### src/include/icache_params.svh
`ifndef ICACHE_PARAMS_SVH
`define ICACHE_PARAMS_SVH

// address and line geometry
`define ICACHE_ADDR_W 32
`define ICACHE_TAG_W  20
`define ICACHE_WORDS  8

// organisation
`define ICACHE_WAYS   4
`define ICACHE_SETS   128

// field widths, word offset sits above the byte offset
`define ICACHE_OFF_W  3
`define ICACHE_IDX_W  7

`endif

### src/design/icache_pkg.sv
`include "icache_params.svh"

package icache_pkg;

	typedef enum logic [2:0] {
		invalidating,
		idle,
		receiving,
		refill
	} icache_state_e;

	typedef struct packed {
		logic                     valid;
		logic [`ICACHE_TAG_W-1:0] tag;
	} tag_entry_t;

	typedef logic [`ICACHE_IDX_W-1:0] set_index_t;
	typedef logic [`ICACHE_OFF_W-1:0] word_offset_t;

	typedef logic [1:0] way_t;
	typedef logic [`ICACHE_WAYS-1:0] way_onehot_t;

	// tree bits: [1] root, [0] ways 0-1, [2] ways 2-3
	typedef logic [2:0] plru_t;

endpackage

### src/design/mem_bus_pkg.sv
`include "icache_params.svh"

package mem_bus_pkg;

	// burst read request, len is beats minus one
	typedef struct packed {
		logic [`ICACHE_ADDR_W-1:0] startaddr;
		logic [2:0]                len;
	} mem_read_req;

	// one response beat
	typedef struct packed {
		logic        valid;
		logic        last; // final beat of the burst
		logic [31:0] data;
	} mem_read_resp;

endpackage

### src/design/icache_refill_ctrl.sv
`timescale 1ns/1ps
`include "icache_params.svh"

module icache_refill_ctrl (
	input  logic                      i_clk,
	input  logic                      i_rst,
	input  logic                      i_valid2,
	input  logic [`ICACHE_ADDR_W-1:0] i_phy_addr,
	input  logic                      i_hit,
	input  icache_pkg::set_index_t    i_idx,
	input  icache_pkg::way_onehot_t   i_victim,
	input  logic [31:0]               i_hit_data,
	input  mem_bus_pkg::mem_read_resp i_resp,
	output logic                      o_sweep_en,
	output icache_pkg::set_index_t    o_sweep_idx,
	output logic                      o_fill_en,
	output icache_pkg::set_index_t    o_fill_idx,
	output logic [`ICACHE_TAG_W-1:0]  o_fill_tag,
	output icache_pkg::way_onehot_t   o_fill_way,
	output logic                      o_beat_wen,
	output icache_pkg::word_offset_t  o_beat_off,
	output logic                      o_lookup,
	output logic                      o_miss,
	output logic                      o_valid,
	output logic [31:0]               o_mdata_data,
	output logic                      o_inn_stall,
	output logic                      o_mem_read_we,
	output mem_bus_pkg::mem_read_req  o_memread_req
);

	localparam int LINE_LSB = `ICACHE_OFF_W + 2;

	icache_pkg::icache_state_e r_state;
	icache_pkg::icache_state_e w_next;
	icache_pkg::set_index_t    r_sweep_cnt;
	icache_pkg::word_offset_t  r_beat;

	// miss context
	logic [`ICACHE_TAG_W-1:0]  r_tag;
	icache_pkg::set_index_t    r_idx;
	icache_pkg::word_offset_t  r_off;
	icache_pkg::way_onehot_t   r_way;

	logic w_beat;
	logic w_crit; // requested word is on the bus

	assign o_lookup = i_valid2 && (r_state == icache_pkg::idle);
	assign o_miss   = o_lookup && !i_hit;
	assign w_beat   = (r_state == icache_pkg::receiving) && i_resp.valid;
	assign w_crit   = w_beat && (r_beat == r_off);

	always_comb begin
		w_next = r_state;
		case (r_state)
			icache_pkg::invalidating: begin
				if (&r_sweep_cnt) begin
					w_next = icache_pkg::idle;
				end
			end
			icache_pkg::idle: begin
				if (o_miss) begin
					w_next = icache_pkg::receiving;
				end
			end
			icache_pkg::receiving: begin
				if (w_beat && i_resp.last) begin
					w_next = icache_pkg::refill;
				end
			end
			icache_pkg::refill: w_next = icache_pkg::idle;
			default: w_next = icache_pkg::invalidating;
		endcase
	end

	always_ff @(posedge i_clk) begin
		if (i_rst) begin
			r_state     <= icache_pkg::invalidating;
			r_sweep_cnt <= '0;
			r_beat      <= '0;
		end else begin
			r_state <= w_next;
			if (r_state == icache_pkg::invalidating) begin
				r_sweep_cnt <= r_sweep_cnt + 1'b1;
			end
			if (o_miss) begin
				r_beat <= '0;
			end else if (w_beat) begin
				r_beat <= r_beat + 1'b1;
			end
		end
	end

	always_ff @(posedge i_clk) begin
		if (o_miss) begin
			r_tag <= i_phy_addr[`ICACHE_ADDR_W-1 -: `ICACHE_TAG_W];
			r_idx <= i_idx;
			r_off <= i_phy_addr[LINE_LSB-1:2];
			r_way <= i_victim;
		end
	end

	assign o_sweep_en  = (r_state == icache_pkg::invalidating);
	assign o_sweep_idx = r_sweep_cnt;

	assign o_fill_en  = w_beat && i_resp.last; // tag goes in with the last beat
	assign o_fill_idx = r_idx;
	assign o_fill_tag = r_tag;
	assign o_fill_way = r_way;
	assign o_beat_wen = w_beat;
	assign o_beat_off = r_beat;

	assign o_valid      = (o_lookup && i_hit) || w_crit;
	assign o_mdata_data = w_crit ? i_resp.data : i_hit_data;
	assign o_inn_stall  = (r_state != icache_pkg::idle) || o_miss;

	assign o_mem_read_we           = o_miss;
	assign o_memread_req.startaddr = {i_phy_addr[`ICACHE_ADDR_W-1:LINE_LSB], {LINE_LSB{1'b0}}};
	assign o_memread_req.len       = 3'(`ICACHE_WORDS - 1);

endmodule

### config.mk
export PLATFORM = sky130hd
export DESIGN_NAME = icache_refill_ctrl
export DESIGN_NICKNAME = d
export VERILOG_FILES = /design/src/design/icache_pkg.sv /design/src/design/mem_bus_pkg.sv /design/src/design/icache_refill_ctrl.sv
export VERILOG_INCLUDE_DIRS = /design/src /design/src/include
export SDC_FILE = /design/constraint.sdc
export NUM_CORES = 1
export LEC_CHECK = 0
export ABC_AREA = 1
export BUFFER_PORTS_ARGS = -buffer_cell sky130_fd_sc_hd__buf_4
export CAP_MARGIN = 40
export CORE_MARGIN = 8
export CORE_UTILIZATION = 24
export DETAILED_ROUTE_END_ITERATION = 6
export HOLD_SLACK_MARGIN = 0.1
export PLACE_DENSITY = 0.54
export SLEW_MARGIN = 20
export SYNTH_ARGS = -nofsm -noshare
export SYNTH_HDL_FRONTEND = slang
export SYNTH_SLANG_ARGS = --single-unit
### constraint.sdc
create_clock -name i_clk -period 2.3 [get_ports i_clk]
set_input_delay 0.46 -clock i_clk [delete_from_list [all_inputs] [get_ports i_clk]]
set_output_delay 0.46 -clock i_clk [all_outputs]
set_load 0.05 [all_outputs]
# --- After elaboration in Yosys (flattened, before gate mapping) ---
# Index checks and enable logic that the tools add are counted.
word_totals:
  input_bits: 113
  reg_bits: 47
  wordCells: 35
  output_inout_bits: 116
classes:
  n_mux: 5
  add_sub_neg: 2
  n_reduce_logical: 13
  n_eq_ne: 8
op_table:
  columns: ["op", "n"]
  rows:
  - ["two-way mux 32 bit", 1]
  - ["one-hot mux 3 bit (4 select lines)", 1]
  - ["two-way mux 3 bit", 3]
  - ["adder 7 x 1 -> 7 bit, second input constant", 1]
  - ["AND reduction 7 bit", 1]
  - ["== test 3 x 2 -> 1 bit, second input constant", 2]
  - ["logical AND 1 bit", 6]
  - ["!= test 2 bit, second input constant", 2]
  - ["adder 3 x 1 -> 3 bit, second input constant", 1]
  - ["== test 3 x 1 -> 1 bit, second input constant", 1]
  - ["== test 3 bit", 1]
  - ["logical NOT 3 bit", 1]
  - ["!= test 3 x 1 -> 1 bit, second input constant", 1]
  - ["AND reduction 3 bit", 1]
  - ["logical OR 1 bit", 2]
  - ["!= test 2 x 1 -> 1 bit, second input constant", 1]
  - ["OR reduction 2 bit", 1]
  - ["logical NOT 1 bit", 1]

# --- Longest topological paths before layout ---
# Gate-level depths: netlist of the first run.
depth:
  word_depth: 5
  depth_mapped: 8
  depth_no_buf: 8

# --- Worst setup path before layout of the first run ---
# Ideal clock, no wire load.
synth_timing:
  kind: "reg2out"
  from: "reg r_state[1]"
  to: "out o_miss"
  path_buffers: 1
  arrival_ns: 2.270
  t_required_ns: 1.840
  path_stages_with_launch: 8
  path_slack_ns: -0.430
  cell_sequence: "dfxtp_1 > inv_1 > ha_1 > nand2_1 > inv_2 > nand2_1 > inv_1 > buf_4"
synth_via:
  elab_chain_cells: 3
synth_rtl:
  columns: ["item", "line_no", "rtl"]
  rows:
  - ["from (decl)", "icache_refill_ctrl.sv:33", "icache_pkg::icache_state_e r_state;"]
  - ["from (signal assigned)", "icache_refill_ctrl.sv:77", "r_state <= icache_pkg::invalidating;"]
  - ["from (signal assigned)", "icache_refill_ctrl.sv:81", "r_state <= w_next;"]
  - ["== test 3 x 1 -> 1 bit", "icache_refill_ctrl.sv:47", "assign o_lookup = i_valid2 && (r_state == icache_pkg::idle);"]
  - ["logical AND 1 bit", "icache_refill_ctrl.sv:47", null]
  - ["via o_lookup", "icache_refill_ctrl.sv:22", "output logic o_lookup,"]
  - ["logical AND 1 bit", "icache_refill_ctrl.sv:48", "assign o_miss = o_lookup && !i_hit;"]
  - ["to (decl)", "icache_refill_ctrl.sv:23", "output logic o_miss,"]
# The timed path passes the listed nets, and every way through them passes these cells.

# --- Worst setup path after layout of the first run ---
layout_timing:
  from: "reg r_state[0]"
  to: "out o_mdata_data[21]"
layout_via:
  elab_chain_cells: 4
layout_rtl:
  columns: ["item", "line_no", "rtl"]
  rows:
  - ["== test 3 x 2 -> 1 bit", "icache_refill_ctrl.sv:49", "assign w_beat = (r_state == icache_pkg::receiving) && i_resp.valid;"]
  - ["logical AND 1 bit", "icache_refill_ctrl.sv:49", null]
  - ["logical AND 1 bit", "icache_refill_ctrl.sv:50", "assign w_crit = w_beat && (r_beat == r_off);"]
  - ["two-way mux 32 bit", "icache_refill_ctrl.sv:113", "assign o_mdata_data = w_crit ? i_resp.data : i_hit_data;"]
  - ["to (decl)", "icache_refill_ctrl.sv:25", "output logic [31:0] o_mdata_data,"]
# No other way between the ends.

==> impl_summary.log, run 1 <==
INFO  metric asyncSetResetFlopFracSynth = 0%
INFO  metric grt_use_total = between 10% and 20%
INFO  metric die_ar = roughly 14000 um2
INFO  metric max_cap_viol_count = 0
INFO  metric postRouteAntennaNets = 0
INFO  metric rr_startpoint = r_state[0]$_SDFFE_PP0P_
INFO  metric clock.fmax = 454 MHz
INFO  metric placeableCoreArea = 10100 um2
INFO  metric floorplan.initialDensity = between 20% and 30%
INFO  metric syn-cell-area = around 2500 um2
INFO  metric finalWeightedCongestion = around 0.8
INFO  metric arrival = 1.74 ns
INFO  metric hold_viol_final = 0
INFO  metric worstSetupStartpoint = r_state[0]$_SDFFE_PP0P_
INFO  metric post-dp-hpwl = 6.85 mm
INFO  metric synth_top_area_cell = edfxtp_1
INFO  metric io_pins = approximately 230
INFO  metric synth.avg_cell_area = slightly below 9 um2
INFO  metric final_nets = 587
INFO  metric critical_path_required = roughly 1.8 ns
INFO  metric critical_path.max_fanout = 8
INFO  metric fin_worst_skew = between 0.007 and 0.008 ns
INFO  metric post_synth_inst_count = 275
INFO  metric clock-sinks = 46
INFO  metric detail_route.vias_per_cell = between 4 and 5
INFO  metric synth_top_area_share = a little over two fifths
INFO  metric regToRegEndpoint = o_fill_idx[3]$_DFFE_PP_
INFO  metric post_synth_most_frequent_cells = nand2_1 (83), buf_4 (38), nand3_1 (36)
INFO  metric maxSlewViolCount = 0
INFO  metric cts-root-to-sink-buffers = 2
INFO  metric power_density = ~460 nW/um2
INFO  metric irDropWorstVdd = between 0.5 and 0.6 mV
INFO  metric min-delay-path-class = input port to flop
INFO  metric globalRoute.totalOverflow = 0
INFO  metric antenna_found_initial = 0
INFO  metric finalPower = 1990 uW
INFO  metric detail_route.wirelength = 9.27 mm
INFO  metric reg2reg_setup_slack = between 0.4 and 0.5 ns
INFO  metric placementRows = 37
INFO  metric predominant_post_synthesis_flop_cell = edfxtp_1
INFO  metric kind_of_start_point_of_the_critical_path = flop
INFO  metric dieWidth = approximately 120 um
INFO  metric clock_tree_from_tritoncts = built
INFO  metric ys_seq_elements = 46
INFO  metric hold_buffers_post_cts = 0
INFO  metric synth_enable_flop_cells = 34
INFO  metric detailroute.via_count = between 2000 and 2500
INFO  metric share_of_post_route_cells_with_drive_strength_above_1 = between 50% and 60%
INFO  metric die_h = around 120 um
INFO  metric synth.area.top_cells = edfxtp_1 (42%), nand2_1 (13%), buf_4 (12%), dfxtp_1 (9.8%), nand3_1 (7.3%)
INFO  metric diodes = 0
INFO  metric post-route-drc-count = 0
INFO  metric area_growth_syn_to_layout = 77.2%
INFO  metric report.final.setup_viol = 0
INFO  metric htreeDepth = 2
INFO  metric result_of_the_run = complete, no violations
INFO  metric clk_pin_slew = approximately 0.090 ns
INFO  metric drt_first_pass_iters = 4
INFO  metric synth-seq-area-share = about 51%
INFO  metric detail_route.wl_per_cell = 15.3 um
INFO  metric clock_latency = around 0.3 ns
INFO  metric post_synth_num_cell_types = 20
INFO  metric final_worst_path_period_share = between 90% and 100%
INFO  metric cp-endpoint = o_mdata_data[21]
INFO  metric critical_path.endpoint_type = primary output
INFO  metric global_route_wire_length_before_repair = 12.7 mm
INFO  metric setup-tns-final = 0 ns
INFO  metric grt_pass1_vias = roughly 2500
INFO  metric drtIter0Drc = between 80 and 90
INFO  metric rsz_0062_raised_after_global_routing = no
INFO  metric numCtsBuffers = 5
INFO  metric port_buffer_cells = about 200
INFO  metric worstRegToRegCells = 8
INFO  metric cts_root_buffer = clkbuf_8
INFO  metric power_leakage = ~0.0021 uW
INFO  metric synth_most_common_cell = nand2_1
INFO  metric period_minus_slack = about 2.2 ns
INFO  metric cp_class = flop to primary output
INFO  metric yosys_warnings = 0
INFO  metric largest_net_degree_at_the_start_of_global_routing = 28
==> how the worst min path moves through the flow <==
stage / depth (start not counted) / start / endpoint
3_3_place_gp: 2 / o_sweep_idx[5]$_SDFFE_PP0P_ / o_sweep_idx[5]$_SDFFE_PP0P_
4_1_cts: 2 / i_rst / o_sweep_idx[3]$_SDFFE_PP0P_
6_report: 2 / i_rst / o_sweep_idx[3]$_SDFFE_PP0P_
2_1_floorplan: 2 / r_state[1]$_SDFFE_PP0P_ / r_state[1]$_SDFFE_PP0P_
5_1_grt: 2 / i_rst / o_sweep_idx[3]$_SDFFE_PP0P_
3_5_place_dp: 2 / o_sweep_idx[5]$_SDFFE_PP0P_ / o_sweep_idx[5]$_SDFFE_PP0P_
==> area by class of cell <==
| class | count | area [um2] |
|---|---|---|
| multi-input combinational | 172 | 890 |
| clock buffer | 6 | 72.6 |
| clock inverter | 2 | 37.5 |
| tap | 136 | 170 |
| fill | 974 | 5790 |
| inverter | 19 | 80.1 |
| timing repair buffer | 225 | 1830 |
| sequential | 46 | 1260 |
==> cell usage in the layout, fill, tap and decap left out, types with 3 or more instances in the layout <==
cell / instances
nor2_1: 11
nand2_1: 79
nand2_4: 3
dfxtp_1: 9
inv_1: 13
ha_1: 3
dfxtp_2: 3
edfxtp_1: 34
buf_12: 4
a21oi_1: 11
o21ai_1: 7
nand2_2: 3
clkbuf_8: 5
nand3_1: 36
inv_2: 3
buf_6: 11
buf_4: 207
conb_1: 8
==> per-stage QoR <==
step | hold WS (ns) | instances | area [um2] | util [%] | setup slack [ns]
finish | 0.308 | 606 | 4350 | 42.9 | 0.0977
global route | 0.290 | 606 | 4350 | 42.9 | 0.00583
CTS | 0.294 | 594 | 4240 | 41.8 | 0.00524
detailed placement | 0.490 | 578 | 3900 | 38.5 | 0.206
global placement | 0.475 | 578 | 3900 | 38.5 | 0.229
floorplan | 0.477 | 281 | 2500 | - | 0.0177
==> critical path: stages (launching register included) <==
cell and delay [ns]:
dfxtp_2 0.34, inv_2 0.07, ha_4 0.14, nand2_4 0.05
nor2_4 0.13, buf_12 0.12, bufbuf_16 0.26, nand3_1 0.08
nand2_1 0.09, buf_6 0.16
==> state kept, by name (all words and copies together), names as in the netlist <==
| register | flops |
|---|---|
| o_fill_tag | 20 |
| o_fill_idx | 7 |
| o_sweep_idx | 7 |
| o_fill_way | 4 |
| o_beat_off | 3 |
| r_off | 3 |
| r_state | 2 |
==> cells by family (layout without fill, tap and decap cells) <==
| kind of cell | Yosys count | after routing | share of synthesized area, % |
|---|---|---|---|
| xor gates and xnor gates | 5 | 5 | 1.78 |
| DFF | 46 | 46 | 51.4 |
| other | 2 | 8 | 0.306 |
| AOI/OAI and AO/OA | 18 | 18 | 3.67 |
| and+or+nand+nor | 134 | 136 | 23.4 |
| buffers and inverters | 65 | 252 | 16.9 |
| adders and majority gates | 5 | 5 | 2.55 |
==> metal layers <==
metal,share of wire [%],routed length (um),vias to the layer above,track usage [%]
met5,0,0,-,0
met3,18,1710,10,8.31
met4,1.4,129,0,4.10
met2,48,4440,154,21.3
met1,32,2990,1091,11.1
li1,-,-,1239,-
==> where the power goes <==
| group | leakage, uW | total [uW] | internal, uW | switching [uW] |
|---|---|---|---|---|
| Combinational | 0.00167 | 494 | 199 | 295 |
| Sequential | 0.000404 | 897 | 892 | 5.01 |
| Clock | 0.0000514 | 594 | 324 | 270 |
==> what timing repair did <==
item                                    in CTS  in global routing
resized for setup                           19                  8
buffers inserted                             5                 12
gates cloned                                 3                  1
endpoints found under the setup margin      33                 34
pin swaps                                    6                  5
Power figures use the tool's default switching activity.
==> run 2: changes to the inputs <==
--- a/config.mk
+++ b/config.mk
@@ -10,10 +10,10 @@
 export BUFFER_PORTS_ARGS = -buffer_cell sky130_fd_sc_hd__buf_4
 export CAP_MARGIN = 40
 export CORE_MARGIN = 8
-export CORE_UTILIZATION = 24
+export CORE_UTILIZATION = 37
 export DETAILED_ROUTE_END_ITERATION = 6
 export HOLD_SLACK_MARGIN = 0.1
-export PLACE_DENSITY = 0.54
+export PLACE_DENSITY = 0.81
 export SLEW_MARGIN = 20
 export SYNTH_ARGS = -nofsm -noshare
 export SYNTH_HDL_FRONTEND = slang
==> constraint.sdc (replaced) <==
create_clock -name i_clk -period 2.1 [get_ports i_clk]
set_input_delay 0.42 -clock i_clk [delete_from_list [all_inputs] [get_ports i_clk]]
set_output_delay 0.42 -clock i_clk [all_outputs]
set_load 0.05 [all_outputs]
==> run 2 against run 1 <==
The run now ends with setup timing left; worst setup slack got worse by 0.11 ns; non-clock buffer count fell by 6; core utilization rose by 28 points; clock skew decreased by 0.0026 ns; design area is 3.9% higher; flip-flop and latch count unchanged; sequential share of layout area is 1.0 points lower; die area down 31%; register-to-register slack better by 0.10 ns; cell count down 10%; global-route usage increased by 6.8 points; critical endpoint is now o_mdata_data[18]; largest power group unchanged.
==> impl_summary.log, run 2 (synthesis gave the netlist of run 1 again) <==
INFO  metric result_of_the_run = finished with violations
INFO  metric failed_checks = setup timing
INFO  metric area_growth_syn_to_layout = 84.1%
INFO  metric multi_input_area = 1030 um2 (+16%)
INFO  metric die_ar = 9490 um2 (-31%)
INFO  metric area.sequential = 1270 um2 (+0.20%)
INFO  metric critical_path.max_fanout = 8 (unchanged)
INFO  metric largest_net_degree_at_the_start_of_global_routing = 33 (+18%)
INFO  metric kind_of_start_point_of_the_critical_path = flop
INFO  metric dieWidth = 97.4 um (-17%)
INFO  metric cts_root_buffer = clkbuf_8
INFO  metric power_leakage = 0.00216 uW (+1.5%)
INFO  metric drtIter0Drc = 42 (-49%)
INFO  metric layout.cells.most_common = buf_4
INFO  metric detail_route.vias_per_cell = 4.72 (+15%)
INFO  metric cts-root-to-sink-buffers = 2 (unchanged)
INFO  metric global_route_wire_length_before_repair = 14.6 mm (+15%)
INFO  metric arrival = 1.70 ns (-0.04 ns)
INFO  metric critical_path_required = 1.68 ns (-0.16 ns)
INFO  metric min-delay-path-class = input port to flop
INFO  metric detail_route.wirelength = 9.80 mm (+5.7%)
INFO  metric grt_pass1_vias = 2747 (+9.6%)
INFO  metric flip_flop_count_of_the_largest_register_all_copies_and_words_added = 20 (unchanged)
INFO  metric commonest_cells_after_routing_fill_and_taps_aside = buf_4 (178), nand2_1 (57), edfxtp_1 (34)
INFO  metric fin_worst_skew = 0.00502 ns (-0.00258 ns)
INFO  metric cp_cell_sequence = inv_2, ha_4, nand2_4, nor2_4, buf_6, buf_16, nand3_1, nand2_2, buf_8
INFO  metric finalWorstSetupSlack = -0.0164 ns (-0.114 ns)
INFO  metric clock_tree_from_tritoncts = built
INFO  metric critical_path.endpoint_type = primary output
INFO  metric max_stage_delay = 0.33 ns (about the same)
INFO  metric clock-sinks = 46 (unchanged)
INFO  metric detail_route.wl_per_cell = 18.0 um (+18%)
INFO  metric finalPower = 2340 uW (+18%)
INFO  metric final_nets = 583 (-0.68%)
INFO  metric clock.fmax = between 400 and 500 MHz
INFO  metric irDropWorstVdd = 0.540 mV (-2.8%)
INFO  metric port_buffer_cells = 204 (unchanged)
INFO  metric globalRoute.totalOverflow = 0 (unchanged)
INFO  metric placementRows = 29 (-22%)
INFO  metric cp_class = flop to primary output
INFO  metric clk_pin_slew = 0.09 ns (about the same)
INFO  metric hold_viol_final = 0 (unchanged)
INFO  metric postRouteAntennaNets = 0 (unchanged)
INFO  metric die_h = 97.4 um (-17%)
INFO  metric hold_slack = 0.282 ns (-0.0259 ns)
INFO  metric post-dp-hpwl = 6.99 mm (+2.1%)
INFO  metric io_pins = 229 (unchanged)
INFO  metric report.final.setup_viol = 6 (+6)
INFO  metric diodes = 0 (unchanged)
INFO  metric clock_latency = 0.29 ns (about the same)
INFO  metric setup-tns-final = -0.0599 ns (-0.0599 ns)
INFO  metric htreeDepth = 2 (unchanged)
INFO  metric grt_use_total = 19.0% (+6.8 points)
INFO  metric period_minus_slack = 2.12 ns
INFO  metric floorplan.initialDensity = 38.4% (+14 points)
INFO  metric power_density = 517 nW/um2 (+13%)
INFO  metric detailroute.via_count = 2564 (+2.8%)
INFO  metric share_of_post_route_cells_with_drive_strength_above_1 = 60.3% (+6.3 points)
INFO  metric final_worst_path_period_share = 101%
INFO  metric numCtsBuffers = 5 (unchanged)
INFO  metric max_cap_viol_count = 0 (unchanged)
INFO  metric post-route-drc-count = 0 (unchanged)
INFO  metric hold_buffers_post_cts = 0 (unchanged)
INFO  metric maxSlewViolCount = 0 (unchanged)
INFO  metric antenna_found_initial = 0 (unchanged)
INFO  metric finalWeightedCongestion = 0.763 (-2.6%)
INFO  metric crit_slowest_cell = dfxtp_2
INFO  metric rsz_0062_raised_after_global_routing = yes
INFO  metric drt_first_pass_iters = 4 (unchanged)
INFO  metric placeableCoreArea = 6390 um2 (-37%)
INFO  metric number_of_filler_instances_in_the_final_layout = 434 (-55%)
==> run 2: changes by cell type in the layout (fill, tap and decap cells not counted), moves of 2 or more <==
cell / before / now
buf_12: 4 / 2
buf_16: 1 / 3
buf_4: 207 / 178
buf_6: 11 / 25
buf_8: 1 / 11
nand2_1: 79 / 57
nand2_2: 3 / 24
nand2_8: 2 / 4
nand3_1: 36 / 29
nand3_2: 0 / 7
==> run 2: worst max-delay path, delay by kind of cell, from the launching register on <==
family	cells	cell delay (ns)
and+or+nand+nor	4	0.43
adders and majority gates	1	0.14
buffers and inverters	4	0.49
DFF	1	0.33
==> run 2: what timing repair did <==
action                                  CTS  global route
buffers inserted                         10             1
endpoints found under the setup margin   33            33
resized for setup                        73            27
pin swaps                                28            17
gates cloned                              7             0
==> run 2: report_power, final <==
group	switching [uW]	internal [uW]	total, uW	leakage, uW
logic	341	244	585	0.00168
registers	5.75	976	982	0.000405
clock network	294	477	770	0.0000683
total	640	1700	2340	0.00216
==> run 2: per-layer routing <==
layer	vias up	global-route usage, %	share of wire (%)
met2	137	37.0	56
li1	1233	-	-
met5	-	0	0
met1	1177	16.8	32
met4	0	6.18	1.7
met3	17	7.97	10
==> run 2: worst paths after layout <==
kind | start | cells past startpoint | to | slack (ns)
max | r_state[0]$_SDFFE_PP0P_ | 9 | o_mdata_data[18] | -0.02
min | i_rst | 2 | o_sweep_idx[3]$_SDFFE_PP0P_ | 0.28
max reg2reg | r_state[0]$_SDFFE_PP0P_ | 7 | o_fill_tag[4]$_DFFE_PP_ | 0.57
min reg2reg | o_sweep_idx[5]$_SDFFE_PP0P_ | 2 | o_sweep_idx[5]$_SDFFE_PP0P_ | 0.51
==> run 2: layout make-up <==
type / count / area share, %
Sequential cell: 46 / 28.1
Clock buffer: 5 / 1.52
Multi-Input combinational cell: 174 / 22.8
Inverter: 19 / 1.77
Timing Repair Buffer: 219 / 42.2
Clock inverter: 3 / 1.52
Tap cell: 77 / 2.13
==> run 2: stage by stage <==
step / util [%] / worst slack (ns) / instance area (um2) / instances
finish: 70.7 / -0.0164 / 4520 / 543
CTS: 69.4 / -0.0546 / 4430 / 543
floorplan: - / -0.0703 / 2520 / 281
global route: 70.7 / -0.108 / 4520 / 543
detailed placement: 60.1 / 0.0609 / 3840 / 520
global placement: 60.1 / 0.0968 / 3840 / 520
